**src/draw_consts.svh**
```systemverilog
// ------------------------------------------------
// mania_draw layout constants
// screen coordinates, sprite bases and field widths
// ------------------------------------------------
`ifndef DRAW_CONSTS_SVH
`define DRAW_CONSTS_SVH

// field widths
`define PIX_W        10
`define SADDR_W      15 // sprite word address, wraps mod 2^15
`define RGB_W        4
`define WB_DAT_W     16
`define SCORE_W      16 // four bcd nibbles

// lane rows
`define LANE_TOP     200
`define LANE_H       60
`define LANE_COUNT   4
`define KEY_X0       420 // key strip left edge

`define BASE_DOWN_BUTTON 19080
`define BASE_UP_BUTTON   22680

// scoreboard glyphs
`define SIGN_W       24
`define SIGN_H       64
`define DIGIT_H      20
`define DIGIT_GAP    3
`define DIGIT_SIZE   480 // words per digit glyph
`define DIGIT_COUNT  4
`define SCORE_COUNT  5

`define LABEL_Y      453
`define DIGIT_Y0     527

// judgement columns
`define X_PERFECT    396
`define X_GREAT      356
`define X_GOOD       316
`define X_BAD        276
`define X_MISS       236

`define BASE_PERFECT 4800
`define BASE_GREAT   6336
`define BASE_GOOD    7872
`define BASE_BAD     9408
`define BASE_MISS    10944

`endif

```
**src/draw_pkg.sv**
```systemverilog
// ------------------------------------------------
// screen-side types: pixel position, score set
// ------------------------------------------------
package draw_pkg;

	`include "draw_consts.svh"

	// requested pixel
	typedef struct packed {
		logic [`PIX_W-1:0] x;
		logic [`PIX_W-1:0] y;
	} pixel_pos_t;

	// bcd judgement counts, perfect in the top field
	typedef struct packed {
		logic [`SCORE_W-1:0] perfect;
		logic [`SCORE_W-1:0] great;
		logic [`SCORE_W-1:0] good;
		logic [`SCORE_W-1:0] bad;
		logic [`SCORE_W-1:0] miss;
	} score_set_t;

endpackage

```
**src/sprite_pkg.sv**
```systemverilog
// ------------------------------------------------
// sprite-side types: address, hit, colour and
// the wishbone read request and response
// ------------------------------------------------
package sprite_pkg;

	`include "draw_consts.svh"

	typedef logic [`SADDR_W-1:0] sprite_addr_t;

	typedef struct packed {
		logic         hit;
		sprite_addr_t addr;
	} sprite_hit_t;

	// r sits in the low nibble, same as the memory word
	typedef struct packed {
		logic [`RGB_W-1:0] b;
		logic [`RGB_W-1:0] g;
		logic [`RGB_W-1:0] r;
	} rgb_t;

	typedef struct packed {
		logic         cyc;
		logic         stb;
		sprite_addr_t adr;
	} wb_req_t; // read only

	typedef struct packed {
		logic                 ack;
		logic [`WB_DAT_W-1:0] dat;
	} wb_rsp_t;

endpackage
```
**src/draw_top.sv**
```systemverilog
// ------------------------------------------------
// mania_draw top
// pixel decoders feeding the sprite fetcher
// ------------------------------------------------
`timescale 1ns/1ps

module draw_top (
	input  logic                  CLK,
	input  logic                  RESET_L,
	input  logic                  frame_on,
	input  logic [3:0]            key_down,
	input  draw_pkg::score_set_t  scores,
	input  draw_pkg::pixel_pos_t  pix,
	input  logic                  vga_request,
	output logic                  vga_reset,
	output sprite_pkg::rgb_t      rgb,
	output sprite_pkg::wb_req_t   sprite_req,
	input  sprite_pkg::wb_rsp_t   sprite_rsp
);
	import sprite_pkg::*;

	sprite_hit_t lane_hit;
	sprite_hit_t score_hit;

	lane_decoder u_lane (
		.pix      (pix),
		.key_down (key_down),
		.lane_hit (lane_hit)
	);

	score_decoder u_score (
		.pix       (pix),
		.scores    (scores),
		.score_hit (score_hit)
	);

	sprite_fetch u_fetch (
		.CLK         (CLK),
		.RESET_L     (RESET_L),
		.frame_on    (frame_on),
		.vga_request (vga_request),
		.lane_hit    (lane_hit),
		.score_hit   (score_hit),
		.vga_reset   (vga_reset),
		.rgb         (rgb),
		.sprite_req  (sprite_req),
		.sprite_rsp  (sprite_rsp)
	);

endmodule

```
**src/lane_decoder.sv**
```systemverilog
// ------------------------------------------------
// lane decoder
// maps a lane row pixel to a key button sprite
// ------------------------------------------------
`timescale 1ns/1ps
`include "draw_consts.svh"

module lane_decoder (
	input  draw_pkg::pixel_pos_t    pix,
	input  logic [`LANE_COUNT-1:0]  key_down,
	output sprite_pkg::sprite_hit_t lane_hit
);
	import sprite_pkg::*;

	always_comb begin
		sprite_addr_t base;
		logic [`PIX_W-1:0] top;

		lane_hit = '0;
		base = '0;
		top = '0;
		for (int i = 0; i < `LANE_COUNT; i++) begin
			top = `PIX_W'(`LANE_TOP + i * `LANE_H);
			if (pix.y >= top && pix.y < top + `LANE_H) begin
				lane_hit.hit = 1'b1;
				// left of the strip is note area, fetch word zero
				if (pix.x >= `KEY_X0) begin
					base = key_down[i] ? sprite_addr_t'(`BASE_DOWN_BUTTON)
						: sprite_addr_t'(`BASE_UP_BUTTON);
					// sprite stored column major, 60 words per column
					lane_hit.addr = sprite_addr_t'(base + (pix.x - `KEY_X0) * `LANE_H
						+ (pix.y - top));
				end
			end
		end
	end

endmodule

```
**src/score_decoder.sv**
```systemverilog
// ------------------------------------------------
// score decoder
// labels and bcd digits of the five judgements
// ------------------------------------------------
`timescale 1ns/1ps
`include "draw_consts.svh"

module score_decoder (
	input  draw_pkg::pixel_pos_t    pix,
	input  draw_pkg::score_set_t    scores,
	output sprite_pkg::sprite_hit_t score_hit
);
	import sprite_pkg::*;

	// index 4 is perfect, down to 0 for miss
	localparam logic [`PIX_W-1:0] COL_X [`SCORE_COUNT-1:0] = '{
		`X_PERFECT, `X_GREAT, `X_GOOD, `X_BAD, `X_MISS
	};
	localparam sprite_addr_t COL_BASE [`SCORE_COUNT-1:0] = '{
		`BASE_PERFECT, `BASE_GREAT, `BASE_GOOD, `BASE_BAD, `BASE_MISS
	};

	logic [`SCORE_COUNT-1:0][`SCORE_W-1:0] counts;

	assign counts = scores; // same field order as COL_X

	always_comb begin
		logic [`PIX_W-1:0] dx;
		logic [`PIX_W-1:0] row_top;
		logic [3:0] nibble;

		score_hit = '0;
		dx = '0;
		row_top = '0;
		nibble = '0;
		for (int j = 0; j < `SCORE_COUNT; j++) begin
			if (pix.x >= COL_X[j] && pix.x < COL_X[j] + `SIGN_W) begin
				dx = pix.x - COL_X[j];

				// judgement label
				if (pix.y >= `LABEL_Y && pix.y < `LABEL_Y + `SIGN_H) begin
					score_hit.hit = 1'b1;
					score_hit.addr = sprite_addr_t'(COL_BASE[j] + dx * `SIGN_H
						+ (pix.y - `LABEL_Y));
				end

				// digit rows, most significant first
				for (int i = 0; i < `DIGIT_COUNT; i++) begin
					row_top = `PIX_W'(`DIGIT_Y0 + i * (`DIGIT_H + `DIGIT_GAP));
					if (pix.y >= row_top && pix.y < row_top + `DIGIT_H) begin
						nibble = counts[j][(`DIGIT_COUNT - 1 - i) * 4 +: 4];
						score_hit.hit = 1'b1;
						score_hit.addr = sprite_addr_t'(nibble * `DIGIT_SIZE
							+ dx * `DIGIT_H + (pix.y - row_top));
					end
				end
			end
		end
	end

endmodule

```
**src/sprite_fetch.sv**
```systemverilog
// ------------------------------------------------
// sprite fetch
// frame control, wishbone sprite read, colour reg
// ------------------------------------------------
`timescale 1ns/1ps
`include "draw_consts.svh"

module sprite_fetch (
	input  logic                    CLK,
	input  logic                    RESET_L,
	input  logic                    frame_on,
	input  logic                    vga_request,
	input  sprite_pkg::sprite_hit_t lane_hit,
	input  sprite_pkg::sprite_hit_t score_hit,
	output logic                    vga_reset,
	output sprite_pkg::rgb_t        rgb,
	output sprite_pkg::wb_req_t     sprite_req,
	input  sprite_pkg::wb_rsp_t     sprite_rsp
);
	import sprite_pkg::*;

	logic         working;
	logic         first_frame;
	logic         cyc;
	logic         accept;
	sprite_addr_t sel_addr;
	sprite_addr_t req_adr;

	// first pulse starts the display, second ends the black frame
	always_ff @(posedge CLK) begin
		if (!RESET_L) begin
			working <= 1'b0;
			first_frame <= 1'b1;
		end else if (frame_on) begin
			if (!working)
				working <= 1'b1;
			else
				first_frame <= 1'b0;
		end
	end

	assign vga_reset = !working;

	assign accept = vga_request && !cyc; // busy bus drops the request

	// lane rows win over the scoreboard
	always_comb begin
		if (lane_hit.hit)
			sel_addr = lane_hit.addr;
		else if (score_hit.hit)
			sel_addr = score_hit.addr;
		else
			sel_addr = '0;
	end

	always_ff @(posedge CLK) begin
		if (!RESET_L) begin
			cyc <= 1'b0;
			rgb <= '0;
		end else if (cyc) begin
			if (sprite_rsp.ack) begin
				cyc <= 1'b0;
				rgb <= rgb_t'(sprite_rsp.dat[3*`RGB_W-1:0]);
			end
		end else if (accept) begin
			if (first_frame)
				rgb <= '0; // black, no bus cycle
			else
				cyc <= 1'b1;
		end
	end

	always_ff @(posedge CLK) begin
		if (accept && !first_frame)
			req_adr <= sel_addr;
	end

	// single outstanding read, stb follows cyc
	assign sprite_req.cyc = cyc;
	assign sprite_req.stb = cyc;
	assign sprite_req.adr = req_adr;

endmodule

```
**config.mk**
```make
export PLATFORM = sky130hd
export DESIGN_NAME = draw_top
export DESIGN_NICKNAME = d
export VERILOG_FILES = /design/src/draw_pkg.sv /design/src/sprite_pkg.sv /design/src/draw_top.sv /design/src/lane_decoder.sv /design/src/score_decoder.sv /design/src/sprite_fetch.sv
export VERILOG_INCLUDE_DIRS = /design/src
export SDC_FILE = /design/constraint.sdc
export NUM_CORES = 1
export LEC_CHECK = 0
export BUFFER_PORTS_ARGS = -buffer_cell sky130_fd_sc_hd__buf_2
export CAP_MARGIN = 20
export CORE_AREA = 2 2 258 260
export DETAILED_ROUTE_END_ITERATION = 7
export DIE_AREA = 0 0 260 262
export PLACE_DENSITY = 0.66
export SYNTH_ARGS = -nofsm -noshare
export SYNTH_HDL_FRONTEND = slang
export SYNTH_SLANG_ARGS = --single-unit
export TNS_END_PERCENT = 100
```
**constraint.sdc**
```tcl
create_clock -name CLK -period 8.1 [get_ports CLK]
set_clock_uncertainty 0.1 [all_clocks]
set_input_delay 0 -clock CLK [delete_from_list [all_inputs] [get_ports CLK]]
set_output_delay 0 -clock CLK [all_outputs]
set_load 0.005 [all_outputs]
```
# After elaboration in Yosys (flattened, before gate mapping)
# Cells that the tools add are included.
[word_totals]
reg_bits = 30
inputBits = 125
output_inout_bits = 30
elab_cells = 211
[op_classes]
addsub = 73
multipliers = 26
n_lt_le_gt_ge = 29
n_eq_ne = 1
muxes = 52
n_reduce_logical = 23
[ops]
columns = ["op", "n"]
rows = [
  ["two-way mux 16 bit", 34],
  ["adder 15 bit", 33],
  ["adder 13 x 15 -> 15 bit", 20],
  ["multiplier 4 x 4 -> 8 bit, second input constant", 20],
  ["greater-or-equal comparator 10 x 9 -> 1 bit, second input constant", 9],
  ["< comparator 10 x 9 -> 1 bit, second input constant", 9],
  ["two-way mux 15 bit", 6],
  ["multiplier 10 x 3 -> 13 bit, second input constant", 5],
  ["subtractor 10 x 9 -> 11 bit, second input constant", 5],
  ["two-way mux 13 bit", 4],
  ["< comparator 10 bit, second input constant", 5],
  ["two-way mux 12 bit", 4],
  ["adder 13 x 15 -> 15 bit, first input constant", 3],
  ["subtractor 10 x 10 -> 11 bit, second input constant", 4],
  ["greater-or-equal comparator 10 bit, second input constant", 4],
  ["subtractor 10 x 9 -> 10 bit, second input constant", 4],
  ["multiplier 32 x 4 -> 13 bit, second input constant", 1],
  ["adder 14 x 15 -> 15 bit, first input constant", 2],
  ["greater-or-equal comparator 10 x 8 -> 1 bit, second input constant", 2],
  ["logical AND 1 bit", 16],
  ["subtractor 10 x 8 -> 11 bit, second input constant", 1],
  ["subtractor 10 x 8 -> 10 bit, second input constant", 1],
  ["two-way mux 1 bit", 4],
  ["nonzero test 2 bit", 2],
  ["other kinds (4)", 6],
]

# Longest topological paths before layout
# Gate-level depths: netlist of the first run.
[logic_depth]
depth_word = 35
ltp_mapped = 26
ltp_nobuf = 25

# Hierarchy
# From an unflattened synthesis of the first run, not the netlist that was laid out.
[unflattened]
cells_unflattened = 3937
hier_area_um2 = 32879.0
[modules_own_cells]
columns = ["module", "instances", "cells_each", "area_each_um2", "seq_area_each_um2"]
rows = [
  ["score_decoder", 1, 3184, 26593.0, 0.0],
  ["lane_decoder", 1, 649, 4991.0, 0.0],
  ["sprite_fetch", 1, 104, 1295.0, 750.7],
]

# Worst setup path after synthesis of the first run
# OpenSTA, ideal clock, no wires.
[synth_path]
path_type = "input -> register"
from = "input pix[12] (netlist bit)"
to = "register u_fetch.req_adr[14], data pin"
setup_time_ps = 261
arrival_ps = 5654
required_time_ps = 7739
setup_slack_ps = 2085
cell_stages = 23
path_buffers = 1
path_cell_list = "buf_1 -> inv_1 -> ha_1 -> nand2b_1 -> a21oi_1 -> nand2b_1 -> xnor2_1 -> fa_1 -> fa_1 -> ha_1 -> or3_1 -> o211ai_1 -> xnor2_1 -> inv_1 -> fa_1 -> inv_1 -> ha_1 -> nor3_1 -> nor3_1 -> xnor2_1 -> xnor2_1 -> o221ai_1 -> a221o_1"
[synth_via]
elab_chain_cells = 35
elab_cells_between_ends = 126
cone_classes = "64 x add/sub; 6 x mul; 11 x order compare; 40 x mux; 5 x reduce/logical"
[synth_rtl]
columns = ["element", "line_no", "rtl"]
rows = [
  ["start: declaration", "draw_top.sv:13", "input draw_pkg::pixel_pos_t pix,"],
  ["subtractor 10 x 8 -> 10 bit", "score_decoder.sv:38", "dx = pix.x - COL_X[j];"],
  ["multiplier 10 x 3 -> 13 bit (no line) or adder 14 x 15 -> 15 bit (tied branches)", "n/a", ""],
  ["adder 13 x 15 -> 15 bit (no line) or adder 15 bit (tied branches)", "n/a", ""],
  ["adder 15 bit or two-way mux 16 bit (tied branches)", "score_decoder.sv:53, score_decoder.sv:41", ""],
  ["two-way mux 16 bit (4 in series)", "score_decoder.sv:50", "if (pix.y >= row_top && pix.y < row_top + `DIGIT_H) begin"],
  ["two-way mux 16 bit", "score_decoder.sv:37", "if (pix.x >= COL_X[j] && pix.x < COL_X[j] + `SIGN_W) begin"],
  ["two-way mux 16 bit", "score_decoder.sv:41", "if (pix.y >= `LABEL_Y && pix.y < `LABEL_Y + `SIGN_H) begin"],
  ["two-way mux 16 bit (4 in series)", "score_decoder.sv:50", ""],
  ["(+8 left out)", "n/a", ""],
  ["two-way mux 16 bit (4 in series)", "score_decoder.sv:50", ""],
  ["two-way mux 16 bit", "score_decoder.sv:37", ""],
  ["two-way mux 16 bit", "score_decoder.sv:41", ""],
  ["two-way mux 16 bit (4 in series)", "score_decoder.sv:50", ""],
  ["two-way mux 16 bit", "score_decoder.sv:37", ""],
  ["two-way mux 15 bit", "sprite_fetch.sv:50", "else if (score_hit.hit)"],
  ["two-way mux 15 bit (*)", "sprite_fetch.sv:48", "if (lane_hit.hit)"],
  ["via u_fetch.sel_addr[14]", "sprite_fetch.sv:26", "sprite_addr_t sel_addr;"],
  ["end signal: assignment", "sprite_fetch.sv:75", "req_adr <= sel_addr;"],
  ["end: declaration", "sprite_fetch.sv:27", "sprite_addr_t req_adr;"],
]
# The timed path passes the listed nets; every way through them passes the cells marked *.
# A chain may end at the register's enable or synchronous reset.

# Final worst setup path of the first run
# Same ends and word-level chain as after synthesis.

==> results.json, run 1 <==
{
  "pre_cts_ws_ns": 0.954,
  "cts_tree": "yes",
  "cts.htree.levels": 2,
  "grt_use_total": 0.315,
  "drv_cap": 0,
  "avgSynthCellArea_um2": 8.23,
  "drt-pass1-iter-count": 6,
  "fin_setup_tns_ns": 0,
  "hold_viol": 0,
  "synth_seq_area_share": 0.0232,
  "grt_start_max_net_pins": 54,
  "max_freq_ghz": 0.143,
  "die_w_um": 260,
  "coreArea_um2": 65300,
  "synthSimpleGateAreaFrac": 0.104,
  "criticalPathCategory": "in2reg",
  "slowest_delay_ns": 0.59,
  "clock_path_buffers": 2,
  "start_kind": "primary input",
  "clock_sinks": 30,
  "place_congestion": 1.05,
  "synth_top_area_cell": "ha_1",
  "grt_pass1_wl_mm": 164,
  "start_util": 0.495,
  "finalSetupViolCount": 0,
  "ys_dominant_reg_cell": "edfxtp_1",
  "peakVddDrop_mv": 0.341,
  "insertion_delay_ns": 0.28,
  "root_buffer": "clkbuf_16",
  "die_y_um": 262,
  "synth_cells": 3922,
  "num-fill-cells": 6307,
  "cts_made_buffers": 5,
  "slew_viol_final": 0,
  "p_leak_nw": 17.2,
  "ys_types": 92,
  "setup.worst_path.end_class": "flip-flop",
  "gr-total-overflow": 0,
  "io_pins": 155,
  "antenna_found_initial": 1,
  "worstMarginPinSlew_ns": 1.13,
  "drive_above_1_share": 0.0657,
  "synth_top_family_by_area": "adder cells",
  "post_drt_wl_per_cell_um": 22.0,
  "syn_to_final_growth_pct": 7.12,
  "drc": 0,
  "yosys-mux-area-fraction": 0.00128,
  "io_buffers": 150,
  "crit_fanout": 15,
  "synth_area_um2": 32300,
  "synth_edf_count": 15,
  "yosys_warnings": 0,
  "ys_seq_elements": 30,
  "rows": 94,
  "hold_class": "in2reg",
  "routed_wl_mm": 108,
  "synth_nets": 5009,
  "place_hpwl_mm": 92.6,
  "outcome": "finished, final reports clean",
  "synthAdderAreaFrac": 0.443,
  "path_clk_slew_ns": 0.05,
  "cp_top_family": "compound AO/OA/AOI/OAI gates",
  "synth_xor_area_frac": 0.137,
  "post-route-period-util": 0.863,
  "final_nets": 5153,
  "multiInputGateArea_um2": 28800,
  "synth_area_leaders": "ha_1 26%, fa_1 19%, xnor2_1 8.9%, inv_1 7.4%, xor2_1 4.6%",
  "p_per_area_nw_per_um2": 418,
  "seqCellArea_um2": 751,
  "period_minus_slack_ns": 6.99,
  "viasPerCell": 5.87,
  "first_global_vias": 27800,
  "cp.required_ns": 8.00,
  "yosysTopAreaCellShare": 0.256,
  "drt_iter0_drc": 2513,
  "vias": 29000,
  "critPathMostFrequentCell": "inv_1",
  "arrival_ns": 6.89,
  "ff2ff_setup_slack_ns": 5.75,
  "path_cells": "buf_2, ha_1, xor2_1, inv_1, ha_1, fa_1, a21o_1, a21oi_1, xnor2_1, inv_1, fa_1, inv_1, ha_1, o21a_1, o21ai_0, inv_1, a311oi_1, o21ai_0, xnor2_1, o22ai_1, o21ai_0, nand4_1, a221o_1",
  "slew_headroom": 0.238,
  "crit_slowest_cell": "fa_1",
  "ys_async_sr_fraction": 0,
  "setup_slack_ns": 1.11,
  "rsz0062_at_grt": "no",
  "dieArea_um2": 68100,
  "synth_compound_area_frac": 0.206,
  "path_buf_inv": 5,
  "drtAntennaViolNets": 0
}
-- final timing paths --
| path | startpoint | to | cells past startpoint |
|---|---|---|---|
| setup reg to reg | u_fetch.cyc | u_fetch.rgb[7] | 5 |
| hold reg to reg | u_fetch.rgb[8] | u_fetch.rgb[8] | 2 |
| hold / removal | pix[1] | u_fetch.req_adr[1] | 3 |
| setup / recovery | pix[12] | u_fetch.req_adr[14] | 23 |
-- worst reg2reg max path, cell delays in order, from the launching register on --
cell and delay [ns]:
dfxtp_1 0.35, and2_1 0.28, a31oi_1 0.73, a22oi_1 0.15, nor2b_1 0.14, dlygate4sd3_1 0.54
-- cell usage after synthesis, types with 12 or more instances --
cell type	n
fa_1	301
edfxtp_1	15
a21oi_1	285
o21ai_0	173
nor3_1	69
o22ai_1	30
o211ai_1	29
nand2b_1	40
clkbuf_1	63
o221ai_1	21
xnor2_1	330
nand2_1	152
or2_2	14
ha_1	661
o31ai_1	19
nand3_1	41
a221oi_1	17
and3_1	17
nor2b_1	60
o21bai_1	47
buf_1	12
or3_1	25
a31oi_1	25
nor2_1	204
a21o_1	112
o21a_1	41
xor2_1	169
dfxtp_1	15
and2_1	12
a22oi_1	23
inv_1	635
a211oi_1	41
-- where the power goes --
part	internal, mW	leakage, nW	switching [mW]
clock network	0.121	0.0729	0.0646
logic	5.81	16.9	8.29
registers	0.181	0.262	0.00257
total	6.11	17.2	8.35
-- sequential cells by signal (all words and copies together), names as in the netlist --
signal               flops
u_fetch.cyc              1
u_fetch.first_frame      1
u_fetch.working          1
u_fetch.rgb             12
u_fetch.req_adr         15
-- final cells by class --
type                            instances  share of cell area
Multi-Input combinational cell       3163               0.834
Inverter                              639              0.0693
Tap cell                              864              0.0312
Timing Repair Buffer                  227              0.0397
Antenna cell                            1           0.0000723
Clock buffer                            6             0.00401
Sequential cell                        30              0.0217
Clock inverter                          2            0.000362
-- kinds of logic after synthesis --
kind of cell | count (synthesis)
compound gates | 1009
fa+ha+maj | 962
buf+inv | 729
simple gates | 686
xor+xnor | 502
flops | 30
mux | 4
-- stage by stage --
| step | cells | total power, mW | utilization | area [um2] | hold slack (ns) |
|---|---|---|---|---|---|
| after floorplan | 3922 | 10.4 | - | 32300 | 0.0102 |
| after global placement | 4905 | 13.8 | 0.525 | 34300 | 0.115 |
| after detailed placement | 4905 | 13.9 | 0.525 | 34300 | 0.121 |
| after CTS | 4931 | 14.2 | 0.530 | 34600 | 0.205 |
| after global routing | 4931 | 15.9 | 0.530 | 34600 | 0.236 |
| final | 4932 | 14.5 | 0.530 | 34600 | 0.243 |
-- what timing repair did --
item                                   4_1_cts  5_1_grt
gates resized for setup                      0        0
setup buffers                                0        0
hold buffers                                18        0
endpoints found under the hold margin       15        0
-- layout by cell type, fill, tap and decap left out, types with 60 or more instances in the layout --
| cell type | Yosys | layout |
|---|---|---|
| inv_1 | 635 | 635 |
| fa_1 | 301 | 301 |
| nor3_1 | 69 | 68 |
| xnor2_1 | 330 | 327 |
| nand2_1 | 152 | 152 |
| buf_2 | 10 | 150 |
| o21ai_0 | 173 | 173 |
| nor2_1 | 204 | 204 |
| xor2_1 | 169 | 169 |
| ha_1 | 661 | 661 |
| a21oi_1 | 285 | 285 |
| nor2b_1 | 60 | 60 |
| a21o_1 | 112 | 112 |
-- routing by layer --
metal,vias to the layer above,GRT usage,wire (um)
met4,2,0.156,6480
met5,-,0,14
met1,13800,0.411,45300
met3,278,0.0502,8890
li1,13700,-,-
met2,1184,0.508,47800
(Power assumes the default switching activity.)
==> run 2, diff against run 1 <==
--- a/config.mk
+++ b/config.mk
@@ -11,7 +11,7 @@
 export CORE_AREA = 2 2 258 260
 export DETAILED_ROUTE_END_ITERATION = 7
 export DIE_AREA = 0 0 260 262
-export PLACE_DENSITY = 0.66
+export PLACE_DENSITY = 0.69
 export SYNTH_ARGS = -nofsm -noshare
 export SYNTH_HDL_FRONTEND = slang
 export SYNTH_SLANG_ARGS = --single-unit
==> constraint.sdc (replaced) <==
create_clock -name CLK -period 6.4 [get_ports CLK]
set_clock_uncertainty 0.1 [all_clocks]
set_input_delay 0 -clock CLK [delete_from_list [all_inputs] [get_ports CLK]]
set_output_delay 0 -clock CLK [all_outputs]
set_load 0.005 [all_outputs]
==> results.json, run 2 (synthesis results as in run 1) <==
{
  "outcome": "finished, violations left",
  "failed_checks": "design-rule violations",
  "start_util": 0.495,
  "intPower_mw": 8.84,
  "peakVddDrop_mv": 0.460,
  "setup.worst_path.end_class": "flip-flop",
  "start_kind": "primary input",
  "cts_made_buffers": 5,
  "first_global_vias": 28600,
  "io_pins": 155,
  "insertion_delay_ns": 0.27,
  "power_switching_mw": 11.0,
  "slew_headroom": 0.166,
  "fin_setup_tns_ns": 0,
  "critPathMostFrequentCell": "ha_1",
  "cp_top_family": "compound AO/OA/AOI/OAI gates",
  "final_util": 0.554,
  "post_drt_wl_per_cell_um": 22.2,
  "final_common_cell": "ha_1",
  "die_y_um": 262,
  "min_to": "u_fetch.req_adr[1]",
  "path_clk_slew_ns": 0.05,
  "antenna_found_initial": 2,
  "die_w_um": 260,
  "holdPathStages": 3,
  "path_buf_inv": 4,
  "grt_start_max_net_pins": 54,
  "root_buffer": "clkbuf_16",
  "vias": 29900,
  "final_cell_mix": "661 x ha_1, 635 x inv_1, 330 x xnor2_1, 301 x fa_1, 285 x a21oi_1",
  "max_freq_ghz": 0.164,
  "rows": 94,
  "syn_to_final_growth_pct": 11.9,
  "cts.htree.levels": 2,
  "min_from": "pix[1]",
  "drt_iter0_drc": 2634,
  "power_frac_comb": 0.977,
  "finalSetupViolCount": 0,
  "hold_class": "in2reg",
  "dieArea_um2": 68100,
  "path_cells": "buf_2, ha_1, xor2_1, inv_1, ha_1, ha_1, a21oi_1, inv_1, a21oi_1, xnor2_1, fa_1, ha_1, or3_1, a221oi_1, o31ai_1, xnor2_1, a221oi_1, a211oi_1, a2111oi_1, buf_4, a211oi_1, nand3_1",
  "criticalPathCategory": "in2reg",
  "slowest_delay_ns": 0.82,
  "reg2reg_depth": 4,
  "io_buffers": 150,
  "grt_pass1_wl_mm": 171,
  "clock_path_buffers": 2,
  "cp.required_ns": 6.40,
  "drtAntennaViolNets": 0,
  "postCtsSetupBuffers": 0,
  "slew_viol_final": 0,
  "period_minus_slack_ns": 6.10,
  "sw_frac_of_total": 0.554,
  "hold_viol": 0,
  "cts_tree": "yes",
  "p_leak_nw": 18.2,
  "crit_slowest_cell": "a2111oi_1",
  "seqPwrFrac": 0.012,
  "grt_use_total": 0.332,
  "top_register": "u_fetch.req_adr",
  "coreArea_um2": 65300,
  "gr-total-overflow": 0,
  "final_nets": 5359,
  "post-route-period-util": 0.954,
  "worstMarginPinSlew_ns": 1.25,
  "place_congestion": 1.05,
  "drv_cap": 0,
  "drc": 3,
  "drt-pass1-iter-count": 8,
  "clock_sinks": 30,
  "r2r-start": "u_fetch.cyc",
  "ff2ff_setup_slack_ns": 4.52,
  "crit_fanout": 8,
  "routed_wl_mm": 114,
  "place_hpwl_mm": 98.9,
  "arrival_ns": 6.10,
  "rsz0062_at_grt": "no",
  "viasPerCell": 5.81,
  "r2r-end": "u_fetch.rgb[3]",
  "p_per_area_nw_per_um2": 548,
  "clock_power_share": 0.011,
  "largestRegisters": "u_fetch.req_adr (15), u_fetch.rgb (12)",
  "drive_above_1_share": 0.110,
  "largest_reg_flops": 15
}
[run 2: cell type report]
type | count | area (um2)
clock buffer | 7 | 143
timing repair buffer | 433 | 2940
fill | 6096 | 29100
tap | 864 | 1080
inverter | 639 | 2400
sequential | 30 | 751
clock inverter | 1 | 5.00
multi-input combinational | 3163 | 28800
antenna | 2 | 5.00
[run 2: worst max path at each step]
stage	from	endpoint	slack, ns	depth (start not counted)
after floorplan	pix[12]	u_fetch.req_adr[14]	0.39	23
after global placement	pix[13]	u_fetch.req_adr[14]	0.15	23
after detailed placement	pix[12]	u_fetch.req_adr[12]	0.08	25
after CTS	pix[12]	u_fetch.req_adr[12]	0.32	25
after global routing	pix[13]	u_fetch.req_adr[14]	0.03	23
final	pix[12]	u_fetch.req_adr[12]	0.30	22
[run 2: stage by stage]
step | instances | hold slack [ns] | cell area (um2) | power (mW) | setup slack, ns
6_report | 5139 | 0.119 | 36100 | 19.8 | 0.296
3_5_place_dp | 5112 | 0.120 | 35800 | 19.1 | 0.0848
2_1_floorplan | 3922 | 0.0102 | 32300 | 13.2 | 0.385
4_1_cts | 5137 | 0.109 | 36100 | 19.5 | 0.320
3_3_place_gp | 5112 | 0.121 | 35800 | 19.0 | 0.147
5_1_grt | 5137 | 0.153 | 36100 | 21.7 | 0.0330
[run 2: worst register-to-register path: cells and delay by family (launching register included)]
family,cells,cell delay [ns]
AOI/OAI and AO/OA,2,0.92
and+or+nand+nor,2,0.45
DFF,1,0.35
[run 2: routing by layer]
metal  track usage  routed length (um)
met1         0.445               48200
met2         0.538               50600
met3        0.0336                8710
met4         0.153                6340
met5             0                  13
[run 2: what timing repair did]
| action | CTS | global route |
|---|---|---|
| hold buffers | 17 | 0 |
| resized for setup | 0 | 2 |
| setup endpoints to repair | 0 | 2 |
| hold endpoints to repair | 15 | 0 |
[run 2: power groups by stage]
stage | Sequential [mW] | Combinational, mW | Clock (mW)
6_report | 0.231 | 19.4 | 0.224
5_1_grt | 0.232 | 21.2 | 0.238
4_1_cts | 0.231 | 19.1 | 0.228
3_5_place_dp | 0.235 | 18.9 | 0
3_3_place_gp | 0.235 | 18.7 | 0
2_1_floorplan | 0.236 | 13.0 | 0
